File: config.mk
export PLATFORM = sky130hd
export DESIGN_NAME = credit_pool_top
export DESIGN_NICKNAME = d
export VERILOG_FILES = /design/src/hw/credit_sizing_pkg.sv /design/src/hw/credit_xact_pkg.sv /design/src/hw/freelist_select.sv /design/src/hw/freelist_counters.sv /design/src/hw/credit_grant_ctrl.sv /design/src/hw/credit_pool_top.sv
export SDC_FILE = /design/constraint.sdc
export NUM_CORES = 1
export LEC_CHECK = 0
export BUFFER_PORTS_ARGS = -buffer_cell sky130_fd_sc_hd__buf_2
export CAP_MARGIN = 40
export CORE_MARGIN = 2
export CORE_UTILIZATION = 35
export CTS_CLUSTER_SIZE = 40
export DETAILED_ROUTE_END_ITERATION = 7
export REMOVE_ABC_BUFFERS = 1
export SLEW_MARGIN = 20
export SYNTH_ARGS = -nofsm -noshare
export SYNTH_HDL_FRONTEND = slang
export SYNTH_SLANG_ARGS = --single-unit
File: constraint.sdc
create_clock -name clk -period 7 [get_ports clk]
set_input_delay 1.4 -clock clk [delete_from_list [all_inputs] [get_ports clk]]
set_output_delay 1.4 -clock clk [all_outputs]
set_load 0.005 [all_outputs]
File: src/hw/credit_sizing_pkg.sv
/* Credit pool sizing package
   Number of freelists, counter and index widths, and the credit count after reset */
package credit_sizing_pkg;

  // Number of freelists in the pool; the selector tree is built for exactly eight
  localparam int num_lists = 8;

  // Bits in each free-credit counter
  localparam int cnt_width = 12;

  // Bits needed to name one freelist
  localparam int idx_width = 3;

  // Count every freelist holds when reset is released
  localparam int init_credits = 4;

  // Largest count a counter can hold, all ones at the counter width
  localparam logic [cnt_width-1:0] max_credits = '1;

  // All counts side by side, list 0 in the lowest slice
  typedef logic [num_lists-1:0][cnt_width-1:0] cnt_vec_t;

endpackage

File: src/hw/credit_xact_pkg.sv
/* Credit pool transaction package
   Handshake payloads, counter update command and the grant controller state encoding */
package credit_xact_pkg;

  import credit_sizing_pkg::*;

  // Allocate response, valid while alloc_ack is high
  // The ok bit is low when every freelist was empty
  typedef struct packed {
    logic [idx_width-1:0] idx;
    logic                 ok;
  } alloc_rsp_t;

  // Release request names the freelist the credit goes back to
  typedef struct packed {
    logic [idx_width-1:0] idx;
  } release_req_t;

  // One decrement and one increment per cycle, controller to counters
  typedef struct packed {
    logic                 dec_en;
    logic [idx_width-1:0] dec_idx;
    logic                 inc_en;
    logic [idx_width-1:0] inc_idx;
  } cnt_update_t;

  // Grant controller states
  typedef enum logic [1:0] {
    st_idle        = 2'd0,
    st_alloc_ack   = 2'd1,
    st_release_ack = 2'd2
  } grant_state_e;

endpackage

File: src/hw/freelist_select.sv
/* Freelist selector
   Registered comparator tree naming the list with the most free credits, lower index on ties */
module freelist_select
  import credit_sizing_pkg::*;
(
  input  logic                 clk,
  input  logic                 rst_n,
  input  cnt_vec_t             counts,
  output logic                 winner_v,
  output logic [idx_width-1:0] winner
);

  // First level holds four pair winners, second level two
  logic [cnt_width-1:0] l1_cnt [4];
  logic [idx_width-1:0] l1_idx [4];
  logic [cnt_width-1:0] l2_cnt [2];
  logic [idx_width-1:0] l2_idx [2];
  logic                 final_ge;
  logic [idx_width-1:0] winner_d;
  logic                 winner_v_d;
  logic [idx_width-1:0] winner_q;
  logic                 winner_v_q;

  // Lists 0/1, 2/3, 4/5 and 6/7 are compared first
  // Greater-or-equal keeps the even, lower index when the counts tie
  for (genvar i = 0; i < 4; i++) begin : g_level1
    logic ge;
    assign ge        = (counts[2*i] >= counts[2*i+1]);
    assign l1_cnt[i] = ge ? counts[2*i] : counts[2*i+1];
    assign l1_idx[i] = ge ? idx_width'(2*i) : idx_width'(2*i+1);
  end

  // Pair winners meet next, again favouring the left side on a tie
  for (genvar j = 0; j < 2; j++) begin : g_level2
    logic ge;
    assign ge        = (l1_cnt[2*j] >= l1_cnt[2*j+1]);
    assign l2_cnt[j] = ge ? l1_cnt[2*j] : l1_cnt[2*j+1];
    assign l2_idx[j] = ge ? l1_idx[2*j] : l1_idx[2*j+1];
  end

  // Lists 0..3 against lists 4..7
  assign final_ge = (l2_cnt[0] >= l2_cnt[1]);
  assign winner_d = final_ge ? l2_idx[0] : l2_idx[1];

  // A winner is only usable when some list still has a credit
  assign winner_v_d = |counts;

  // One cycle of latency from counts to winner
  always_ff @(posedge clk or negedge rst_n) begin
    if (!rst_n) begin
      winner_v_q <= 1'b0;
      winner_q   <= '0;
    end else begin
      winner_v_q <= winner_v_d;
      winner_q   <= winner_d;
    end
  end

  assign winner_v = winner_v_q;
  assign winner   = winner_q;

endmodule

File: src/hw/freelist_counters.sv
/* Freelist credit counters
   Eight saturating free-credit counts with one decrement and one increment port */
module freelist_counters
  import credit_sizing_pkg::*;
  import credit_xact_pkg::*;
(
  input  logic        clk,
  input  logic        rst_n,
  input  cnt_update_t cnt_update,
  output cnt_vec_t    counts
);

  cnt_vec_t counts_q;

  for (genvar i = 0; i < num_lists; i++) begin : g_cnt
    logic dec_hit;
    logic inc_hit;
    logic can_dec;
    logic can_inc;

    // Decode which ports target this list
    assign dec_hit = cnt_update.dec_en && (cnt_update.dec_idx == idx_width'(i));
    assign inc_hit = cnt_update.inc_en && (cnt_update.inc_idx == idx_width'(i));

    // Limits keep the count inside 0..max_credits even on a bad command
    assign can_dec = (counts_q[i] != '0);
    assign can_inc = (counts_q[i] != max_credits);

    // The update lands on the edge where cnt_update is sampled
    always_ff @(posedge clk or negedge rst_n) begin
      if (!rst_n) begin
        counts_q[i] <= cnt_width'(init_credits);
      end else begin
        // A decrement and an increment on the same list cancel out
        if (dec_hit && !inc_hit && can_dec) begin
          counts_q[i] <= counts_q[i] - 1'b1;
        end else if (inc_hit && !dec_hit && can_inc) begin
          counts_q[i] <= counts_q[i] + 1'b1;
        end
      end
    end
  end

  // Counts go to the selector and back to the controller for the full check
  assign counts = counts_q;

endmodule

File: src/hw/credit_grant_ctrl.sv
/* Credit grant controller
   Serves the allocate and release four-phase handshakes and issues the counter updates */
module credit_grant_ctrl
  import credit_sizing_pkg::*;
  import credit_xact_pkg::*;
(
  input  logic                 clk,
  input  logic                 rst_n,
  input  logic                 alloc_req,
  output logic                 alloc_ack,
  output alloc_rsp_t           alloc_rsp,
  input  logic                 release_req,
  input  release_req_t         release_info,
  output logic                 release_ack,
  output logic                 release_ok,
  input  cnt_vec_t             counts,
  input  logic                 winner_v,
  input  logic [idx_width-1:0] winner,
  output cnt_update_t          cnt_update
);

  grant_state_e state_q;
  grant_state_e state_d;
  logic         take_alloc;
  logic         take_release;
  logic         rel_ok;
  logic         alloc_ack_q;
  logic         release_ack_q;
  alloc_rsp_t   alloc_rsp_q;
  logic         release_ok_q;

  // A handshake is accepted only in idle, and release wins when both arrive together
  assign take_release = (state_q == st_idle) && release_req;
  assign take_alloc   = (state_q == st_idle) && alloc_req && !release_req;

  // The named list can take the credit back unless it is already full
  assign rel_ok = (counts[release_info.idx] != max_credits);

  always_comb begin
    state_d = state_q;
    case (state_q)
      st_idle: begin
        if (release_req) begin
          state_d = st_release_ack;
        end else if (alloc_req) begin
          state_d = st_alloc_ack;
        end
      end
      // Stay in ack until the client drops its request
      st_alloc_ack: begin
        if (!alloc_req) begin
          state_d = st_idle;
        end
      end
      st_release_ack: begin
        if (!release_req) begin
          state_d = st_idle;
        end
      end
      default: state_d = st_idle;
    endcase
  end

  // Count updates are issued in the accepting idle cycle so they land with the ack edge
  // An empty pool gives no decrement, a full list gives no increment
  always_comb begin
    cnt_update         = '0;
    cnt_update.dec_en  = take_alloc && winner_v;
    cnt_update.dec_idx = winner;
    cnt_update.inc_en  = take_release && rel_ok;
    cnt_update.inc_idx = release_info.idx;
  end

  // Control state and the registered acks
  always_ff @(posedge clk or negedge rst_n) begin
    if (!rst_n) begin
      state_q       <= st_idle;
      alloc_ack_q   <= 1'b0;
      release_ack_q <= 1'b0;
    end else begin
      state_q       <= state_d;
      alloc_ack_q   <= (state_d == st_alloc_ack);
      release_ack_q <= (state_d == st_release_ack);
    end
  end

  // Response payloads are captured at acceptance and held through the ack phase
  always_ff @(posedge clk) begin
    if (take_alloc) begin
      alloc_rsp_q.idx <= winner;
      alloc_rsp_q.ok  <= winner_v;
    end
    if (take_release) begin
      release_ok_q <= rel_ok;
    end
  end

  assign alloc_ack   = alloc_ack_q;
  assign alloc_rsp   = alloc_rsp_q;
  assign release_ack = release_ack_q;
  assign release_ok  = release_ok_q;

endmodule

File: src/hw/credit_pool_top.sv
/* Credit freelist pool
   Joins the credit counters, the most-credits selector and the grant controller */
module credit_pool_top
  import credit_sizing_pkg::*;
  import credit_xact_pkg::*;
(
  input  logic         clk,
  input  logic         rst_n,
  input  logic         alloc_req,
  output logic         alloc_ack,
  output alloc_rsp_t   alloc_rsp,
  input  logic         release_req,
  input  release_req_t release_info,
  output logic         release_ack,
  output logic         release_ok
);

  // Counts feed the selector and the controller's release check
  cnt_vec_t             counts;
  cnt_update_t          cnt_update;
  logic                 winner_v;
  logic [idx_width-1:0] winner;

  freelist_counters u_counters (
    .clk        (clk),
    .rst_n      (rst_n),
    .cnt_update (cnt_update),
    .counts     (counts)
  );

  freelist_select u_select (
    .clk      (clk),
    .rst_n    (rst_n),
    .counts   (counts),
    .winner_v (winner_v),
    .winner   (winner)
  );

  credit_grant_ctrl u_ctrl (
    .clk          (clk),
    .rst_n        (rst_n),
    .alloc_req    (alloc_req),
    .alloc_ack    (alloc_ack),
    .alloc_rsp    (alloc_rsp),
    .release_req  (release_req),
    .release_info (release_info),
    .release_ack  (release_ack),
    .release_ok   (release_ok),
    .counts       (counts),
    .winner_v     (winner_v),
    .winner       (winner),
    .cnt_update   (cnt_update)
  );

endmodule

; ---- Word-level counts from Yosys, hierarchy flattened
; Index checks and enable logic that the tools add are counted.
[op_classes]
addsub = 16
order_cmp = 8
n_eq_ne = 27
mux = 36
reduce_logical = 90
[op_table]
columns = cell, n
row1 = $mux W12, 23
row2 = $ne A12 B12 Y1 const B, 9
row3 = $add A12 B1 Y12 const B, 8
row4 = $reduce_bool A12 Y1, 8
row5 = $reduce_or A96 Y1, 1
row6 = $sub A12 B1 Y12 const B, 8
row7 = $ge A12 B12 Y1, 7
row8 = $logic_and A1 B1 Y1, 53
row9 = $bmux W12 S3, 1
row10 = $eq A3 B3 Y1 const B, 8
row11 = $logic_not A1 Y1, 17
row12 = $reduce_bool A2 Y1, 8
row13 = $eq A3 B2 Y1 const B, 4
row14 = $mux W3, 3
row15 = $mux W2, 4
row16 = $eq A3 B1 Y1 const B, 2
row17 = $logic_not A3 Y1, 2
row18 = $pmux W2 S3, 1
row19 = $eq A2 B1 Y1 const B, 2
row20 = $eq A2 B2 Y1 const B, 2
row21 = $lt A3 B4 Y1 const B, 1
row22 = $mux W1, 4
row23 = $logic_not A2 Y1, 1
[totals]
ff_bits = 109
input_bits = 7
word_cells = 193

; ---- Depth between registers and ports, before layout
; Gate-level depths: netlist (run 1).
[logic_depth]
ltp_word = 10
mapped_depth = 29
depth_no_buf = 27

; ---- Modules after synthesis
; From an unflattened synthesis (run 1), not the netlist that was laid out.
[hier_totals]
hier_cells = 1429
area_unflattened_um2 = 12243.0
[modules_own_cells]
columns = module, instances, cells_per_inst, area_per_inst_um2
row1 = freelist_counters, 1, 971, 8444.3
row2 = freelist_select, 1, 392, 3185.6
row3 = credit_grant_ctrl, 1, 66, 613.1

; ---- Worst setup path after synthesis (run 1)
; OpenSTA, ideal clock, no wires.
[synth_path]
path_kind = register to register
start = register u_counters.counts_q, in the netlist u_counters.counts[14]
end = register u_select.winner_q[1], in the netlist u_select.winner[1]
arrival_ns = 5.697
slack_ns = 1.178
stages_incl_launch_ff = 28
n_path_buf = 2
path_cell_list = dfstp_2 -> inv_1 -> ha_1 -> a21oi_1 -> o21ai_0 -> a21oi_1 -> nor2_1 -> o221ai_1 -> a211o_1 -> clkbuf_1 -> buf_2 -> mux2i_1 -> inv_1 -> ha_1 -> a21o_1 -> a2111oi_0 -> o21ai_0 -> a221oi_2 -> mux2_2 -> ha_1 -> nand2b_1 -> a21o_1 -> a21o_1 -> a211oi_1 -> nor3_1 -> a211oi_1 -> o21ai_0 -> mux2_2
[synth_via]
elab_chain_cells = 6
elab_cells_between_ends = 7
[synth_rtl]
columns = element, line_no
row1 = start: declaration, freelist_counters.sv:13  ; cnt_vec_t counts_q;
row2 = start signal: indexed assignment, freelist_counters.sv:32  ; counts_q[i] <= cnt_width'(init_credits);
row3 = start signal: indexed assignment, freelist_counters.sv:36  ; counts_q[i] <= counts_q[i] - 1'b1;
row4 = start signal: indexed assignment, freelist_counters.sv:38  ; counts_q[i] <= counts_q[i] + 1'b1;
row5 = $ge A12 B12 Y1, freelist_select.sv:28  ; assign ge = (counts[2*i] >= counts[2*i+1]);
row6 = $mux W12 *, freelist_select.sv:29  ; assign l1_cnt[i] = ge ? counts[2*i] : counts[2*i+1];
row7 = $ge A12 B12 Y1, freelist_select.sv:36  ; assign ge = (l1_cnt[2*j] >= l1_cnt[2*j+1]);
row8 = $mux W12, freelist_select.sv:37  ; assign l2_cnt[j] = ge ? l1_cnt[2*j] : l1_cnt[2*j+1];
row9 = $ge A12 B12 Y1, freelist_select.sv:42  ; assign final_ge = (l2_cnt[0] >= l2_cnt[1]);
row10 = $mux W3 *, freelist_select.sv:43  ; assign winner_d = final_ge ? l2_idx[0] : l2_idx[1];
row11 = via u_select.winner_d[1], freelist_select.sv:19  ; logic [idx_width-1:0] winner_d;
row12 = end signal: assignment, freelist_select.sv:55  ; winner_q <= winner_d;
row13 = end: declaration, freelist_select.sv:21  ; logic [idx_width-1:0] winner_q;
; Mark *: on every way through the listed nets, which the timed path passes. The rest lies on a longest branch.
; A chain may end at the register's enable or synchronous reset.

; ---- Worst setup path after layout (run 1)
; Same ends and word-level chain as after synthesis.

==> key figures, run 1 <==
Clock tree
  – H-tree Lvls: 3
  – CTS clk-pin slew, worst paths: 0.08 ns
  – TritonCTS clock tree: yes
  – CTS Root Cell: clkbuf_16
  – Max Root-Sink Buffers: 2
  – CTS Hold Bufs: 0
  – CTS resizes: 0
  – CTS buffer count: 9
  – Num Clock Sinks: ~110
  – Post-CTS setup buffers: 0
  – Clock network latency to the later pin of the worst-skew pair: approximately 0.37 ns

Setup path
  – Critical Path RT: 7.26 ns
  – Crit path arrival time: 6.61 ns
  – Worst path top cell family by delay: compound AO/OA/AOI/OAI gates
  – Worst Path Buf+Inv: 2
  – Max FO, Critical Path: 13
  – CP max stage delay: 0.58 ns
  – Slowest CP cell: dfstp_2
  – WS Path Type: reg2reg
  – Critical Path Source Type: flip-flop
  – CP endpoint kind: flip-flop

Floorplan
  – CORE AREA: 30,400 um2
  – Boundary pin count: 14
  – Number of placement rows: 64
  – Initial Util: 35.3%
  – Chip width: 179 um
  – Die H: approximately 180 um
  – Die area: 32,100 um2

Synthesis
  – Ys async rst share: 95.4%
  – Synth warnings: 0
  – Synth Flop Type: dfrtp_1
  – Synth top area share: approximately 22%
  – Syn avg cell area: approximately 9.0 um2
  – Number of synthesized flops with an enable pin: 5
  – Post-Syn Instances: 1,200
  – Synth area leaders: dfrtp_1 (22%), ha_1 (19%), mux2i_1 (6.7%)
  – Seq/Total Area, Yosys: about 26%
  – Largest area contributor in the netlist: dfrtp_1
  – Synthesized area: between 10,000 and 15,000 um2
  – FF+latch count, synth: 109
  – Post-synth cell types: 58

Finish
  – Final #Nets: 1,384
  – Layout Utilization: 37.8%
  – Ratio of cells with drive above 1 in the final layout: 7.52%
  – # fillers: 3,102
  – Commonest non-fill, non-tap cells in the layout: ha_1 (164), inv_1 (101), nor2_1 (98)
  – Finished Layout Cells: 1,606
  – Area delta synth->final: 6.96%
  – Antenna cell count: 0
  – Commonest non-fill, non-tap cell in the layout: ha_1

STA
  – Max Freq: 0.157 GHz
  – Setup-failing EPs final: 0
  – Slew headroom: 49.4%
  – Worst Tran Pin Value: 0.750 ns
  – Final Cycle Share: 90.8%
  – Slew Limit Fails: 0
  – Setup clock skew after layout: 0.0106 ns
  – TNS Setup: 0 ns
  – Number of failing hold endpoints at the final stage: 0
  – WHS: 0.461 ns
  – Post-layout min period: 6.35 ns
  – Unrepaired setup endpoints after global routing: false

Min path
  – Hold Crit Class: reg2reg

Detailed routing
  – DR DRC count: 0
  – Starting DRT DRC Count: 514
  – Vias/cell: 5.45
  – Avg WL per Cell: 16.6 um
  – Post-route ant nets: 0
  – Routed WL: 26.7 mm
  – Drt pass-1 iters: 5
  – Vias: around 8.8k

Power and ir drop
  – Static leakage: 5.52 nW
  – Switching share of power: between 40% and 50%
  – Total power: 5.06 mW
  – Internal Power: 2.67 mW
  – Net Sw Power: 2.39 mW
  – Pwr dens: 440 nW/um2
  – Register share of total power: 26.1%
  – Comb pwr share: approximately 64%
  – Clock network power share: just under 10%
  – Peak VDD IR: between 0.2 and 0.3 mV

Global route
  – First-pass GRT wire length: 44.6 mm
  – Global-route usage over all layers: 17.4%
  – Global route overflow: 0
  – Initial antenna violation count: 0
  – Vias in the first global route: 8,592
  – Largest net degree at the start of global routing: 55

Place
  – PortBufs: 13
  – Global placer's final weighted congestion: 0.895
  – Placed insts: 1,589
  – Hpwl dp: 20.4 mm

Job
  – Max-cap violation count: 0

Status
  – Status: completed
## synthesized netlist by cell type (7+ instances only)
library cell  instances
ha_1                164
inv_1               101
nor2_1               98
dfrtp_1              96
a21oi_1              94
o21ai_0              73
mux2i_1              72
xnor2_1              61
nand2_1              45
nor3_1               37
nand4_1              33
nor4_1               26
nor2b_1              25
nand3_1              24
xor2_1               23
a21o_1               19
mux2_2               18
a211oi_1             16
mux2_4               16
nand2b_1             12
buf_2                11
o41ai_1              10
o21bai_1              9
dfstp_2               8
fa_1                  8
or3_1                 8
and2_1                7
clkbuf_1              7
## registers in the layout, indices dropped and copies added (netlist names)
signal              flops
u_ctrl.release_ok       1
u_ctrl.alloc_rsp        4
u_ctrl.release_ack      1
u_ctrl.alloc_ack        1
u_select.winner         3
u_counters.counts      96
u_select.winner_v       1
u_ctrl.state_q          2
## layout make-up
class                      count  area [um2]  share of cell area [%]
clock buffer                  12         236                    2.06
multi-input combinational    965        7470                    65.0
inverter                     102         383                    3.33
sequential                   109        2760                    24.0
timing repair buffer          18         125                    1.09
tap                          396         495                    4.31
clock inverter                 4        25.0                   0.218
## per-stage QoR
step,setup slack [ns],instance area [um2]
after floorplan,0.652,10600
after global placement,0.948,11200
after detailed placement,0.788,11200
after CTS,0.734,11500
after global routing,0.330,11500
final,0.645,11500
## worst reg2reg max path: cells and delay by family (launching register included)
| family | cells | cell delay [ns] |
|---|---|---|
| adder cells (fa/ha/maj) | 3 | 0.90 |
| multiplexers | 3 | 1.09 |
| AO/OA/AOI/OAI | 14 | 3.25 |
| AND/OR/NAND/NOR | 3 | 0.29 |
| buffers and inverters | 2 | 0.16 |
| flip-flops | 1 | 0.58 |
## per-layer routing
layer | up-vias | part of all wire, % | global-route usage, %
li1 | 4383 | - | -
met1 | 4183 | 48 | 23.9
met2 | 163 | 47 | 28.9
met3 | 25 | 4.0 | 2.44
met4 | 0 | 1.2 | 3.83
met5 | - | 0 | 0
## cells by family (layout without fill, tap and decap cells)
kind of cell / count (synthesis) / after routing / synth area share (%)
fa+ha+maj: 172 / 172 / 20.6
flops: 109 / 109 / 25.7
buf+inv: 126 / 136 / 4.81
xor+xnor: 84 / 84 / 6.84
simple gates: 332 / 332 / 15.5
compound gates: 271 / 271 / 15.7
mux: 106 / 106 / 10.8
## power groups by stage
stage | Combinational [mW] | Sequential [mW] | Clock (mW)
global placement | 3.12 | 1.32 | 0
detailed placement | 3.19 | 1.32 | 0
finish | 3.24 | 1.32 | 0.494
floorplan | 2.57 | 1.14 | 0
global route | 3.69 | 1.36 | 0.532
CTS | 3.23 | 1.31 | 0.507
## path summary, 6_finish.rpt
kind / slack [ns] / start / to / depth (start not counted)
setup reg to reg: 0.65 / u_counters.counts[14]$_DFFE_PN1P_ / u_select.winner[1]$_DFF_PN0_ / 25
hold reg to reg: 0.46 / u_ctrl.state_q[0]$_DFF_PN0_ / u_ctrl.release_ack$_DFF_PN0_ / 1
max in group asynchronous: 5.23 / rst_n / u_counters.counts[72]$_DFFE_PN0P_ / 2
hold / removal: 0.46 / u_ctrl.state_q[0]$_DFF_PN0_ / u_ctrl.release_ack$_DFF_PN0_ / 1
min in group asynchronous: 0.86 / rst_n / u_counters.counts[43]$_DFFE_PN0P_ / 1
setup / recovery: 0.65 / u_counters.counts[14]$_DFFE_PN1P_ / u_select.winner[1]$_DFF_PN0_ / 25
No activity file was read; power rests on OpenSTA's default activity.
==> run 2: changes to the inputs <==
Settings changed: ABC_AREA set to 1.
==> run 2 against run 1 <==
Net effect: critical path depth up 1; sequential cell count unchanged; core utilization down 0.36 points; sequential power down 23%; global-route usage up 2.4 points; power up 21%; via count up 40%; clock-buffer cell count down 3; clock skew up 0.0039 ns; critical path type unchanged; critical endpoint is now u_select.winner[0]$_DFF_PN0_; largest cell class unchanged; largest power group unchanged.
==> key figures, run 2 <==
Synthesis
  – Synth Flop Type: dfrtp_1
  – Synth warnings: 0
  – Synth area leaders: dfrtp_1 (19%), nand2_1 (18%), ha_1 (16%)
  – Largest area contributor in the netlist: dfrtp_1
  – Post-synth cell types: 39
  – Post-Syn Instances: between 1.5k and 2k
  – Number of synthesized flops with an enable pin: 5
  – Most frequent cell after synthesis: nand2_1
  – FF+latch count, synth: about 110
  – Seq/Total Area, Yosys: around 22%
  – Ys async rst share: between 90% and 100%
  – Post-synth top cells: nand2_1 (587), inv_1 (225), nand3_1 (221), ha_1 (164), o21ai_0 (126)
  – Synth top area share: 19.3%
  – Synthesized area: 12,500 um2
  – Syn avg cell area: approximately 6.6 um2

STA
  – TNS Setup: 0 ns
  – Unrepaired setup endpoints after global routing: false
  – WHS: 0.454 ns
  – Final Cycle Share: between 70% and 80%
  – Number of failing hold endpoints at the final stage: 0
  – Max Freq: 0.188 GHz
  – Setup clock skew after layout: ~0.015 ns
  – Slew Limit Fails: 0
  – Setup-failing EPs final: 0
  – Post-layout min period: 5.32 ns
  – Slew headroom: 43.9%
  – Worst Tran Pin Value: 0.839 ns

Status
  – Status: completed

Global route
  – First-pass GRT wire length: 58.6 mm
  – Largest net degree at the start of global routing: 58
  – Global route overflow: 0
  – Initial antenna violation count: 0
  – Vias in the first global route: 11.6k
  – Global-route usage over all layers: 19.8%

Clock tree
  – Clock network latency to the later pin of the worst-skew pair: 0.38 ns
  – H-tree Lvls: 3
  – Max Root-Sink Buffers: 2
  – CTS clk-pin slew, worst paths: approximately 0.09 ns
  – CTS buffer count: 9
  – TritonCTS clock tree: yes
  – CTS Root Cell: clkbuf_16
  – Post-CTS setup buffers: 0
  – CTS Hold Bufs: 0
  – Num Clock Sinks: 109
  – CTS resizes: 0

Power and ir drop
  – Switching share of power: 56.9%
  – Peak VDD IR: 0.490 mV
  – Pwr dens: 464 nW/um2
  – Internal Power: 2.64 mW
  – Net Sw Power: 3.49 mW
  – Clock network power share: 8.6%
  – Comb pwr share: between 70% and 80%
  – Register share of total power: 16.7%
  – Static leakage: 7.28 nW

Setup path
  – Worst path top cell family by delay: simple AND/OR/NAND/NOR gates
  – Worst Path Buf+Inv: 5
  – Crit path arrival time: 5.60 ns
  – CP endpoint kind: flip-flop
  – Max FO, Critical Path: 25
  – CP max stage delay: 0.62 ns
  – Most used cell, CP: nand2_1
  – Slowest CP cell: o21ai_0
  – WS Path Type: reg2reg
  – Critical Path RT: 7.28 ns
  – Critical Path Source Type: flip-flop

Place
  – Hpwl dp: ~27 mm
  – Global placer's final weighted congestion: roughly 0.9
  – PortBufs: 13
  – DP Area: roughly 13,000 um2

Floorplan
  – Number of placement rows: 69
  – CORE AREA: 35,300 um2
  – Die area: 37,100 um2
  – Chip width: 193 um
  – Boundary pin count: 14
  – Die H: 193 um
  – Initial Util: between 30% and 40%

Finish
  – Commonest non-fill, non-tap cells in the layout: nand2_1 (587), inv_1 (225), nand3_1 (221)
  – Largest register FFs: 96
  – Final instance area: around 13,000 um2
  – Antenna cell count: 0
  – Ratio of cells with drive above 1 in the final layout: 4.05%
  – Commonest non-fill, non-tap cell in the layout: nand2_1
  – Final #Nets: roughly 2.1k
  – Area delta synth->final: 6.11%

Detailed routing
  – Vias/cell: 5.22
  – Drt pass-1 iters: 5
  – Vias: 12.2k
  – DR DRC count: 0
  – Routed WL: approximately 36 mm
  – Post-route ant nets: 0
  – Avg WL per Cell: roughly 15 um
  – Starting DRT DRC Count: roughly 830

Min path
  – Hold Crit Class: reg2reg

Job
  – Max-cap violation count: 0
run 2: power by group through the flow:
stage	Clock (mW)	Combinational [mW]	Sequential, mW
4_1_cts	0.547	4.49	1.02
6_report	0.530	4.58	1.02
5_1_grt	0.569	5.28	1.04
3_3_place_gp	0	4.36	1.03
3_5_place_dp	0	4.45	1.03
2_1_floorplan	0	3.42	0.930
run 2: path summary, 6_finish.rpt:
kind / start / endpoint / slack (ns) / depth (start not counted)
min: u_ctrl.state_q[0]$_DFF_PN0_ / u_ctrl.release_ack$_DFF_PN0_ / 0.45 / 1
min reg2reg: u_ctrl.state_q[0]$_DFF_PN0_ / u_ctrl.release_ack$_DFF_PN0_ / 0.45 / 1
max: u_counters.counts[91]$_DFFE_PN0P_ / u_select.winner[0]$_DFF_PN0_ / 1.68 / 26
max in group asynchronous: rst_n / u_counters.counts[50]$_DFFE_PN1P_ / 4.93 / 3
min in group asynchronous: rst_n / u_counters.counts[42]$_DFFE_PN0P_ / 1.05 / 1
max reg2reg: u_counters.counts[91]$_DFFE_PN0P_ / u_select.winner[0]$_DFF_PN0_ / 1.68 / 26
run 2: per-layer routing:
metal	up-vias	routed length [um]	GRT usage, %
met4	0	879	6.61
li1	6240	-	-
met1	5632	17000	26.6
met5	-	0	0
met3	55	1590	2.44
met2	290	16200	32.6
run 2: cell type report:
| type | count | area (um2) |
|---|---|---|
| clock buffer | 9 | 225 |
| clock inverter | 7 | 63.8 |
| fill | 3727 | 22100 |
| inverter | 229 | 860 |
| multi-input combinational | 1504 | 8560 |
| sequential | 109 | 2760 |
| tap | 461 | 577 |
| timing repair buffer | 20 | 164 |
run 2: per-stage QoR:
stage | std cells | util, % | power, mW | setup WS (ns)
2_1_floorplan | 1842 | - | 4.35 | 2.62
3_3_place_gp | 2320 | 36.4 | 5.39 | 1.57
3_5_place_dp | 2320 | 36.4 | 5.48 | 1.50
4_1_cts | 2336 | 37.2 | 6.06 | 1.47
5_1_grt | 2339 | 37.4 | 6.89 | 1.23
6_report | 2339 | 37.4 | 6.13 | 1.68
run 2: cell families (layout without fill, tap and decap cells):
family | Yosys count | after routing | share of synthesized area (%)
and+or+nand+nor | 1006 | 1006 | 35.1
buffers and inverters | 275 | 265 | 9.06
AOI/OAI and AO/OA | 262 | 262 | 11.4
adders and majority gates | 172 | 172 | 17.8
DFF | 109 | 109 | 22.2
xor gates and xnor gates | 64 | 64 | 4.50
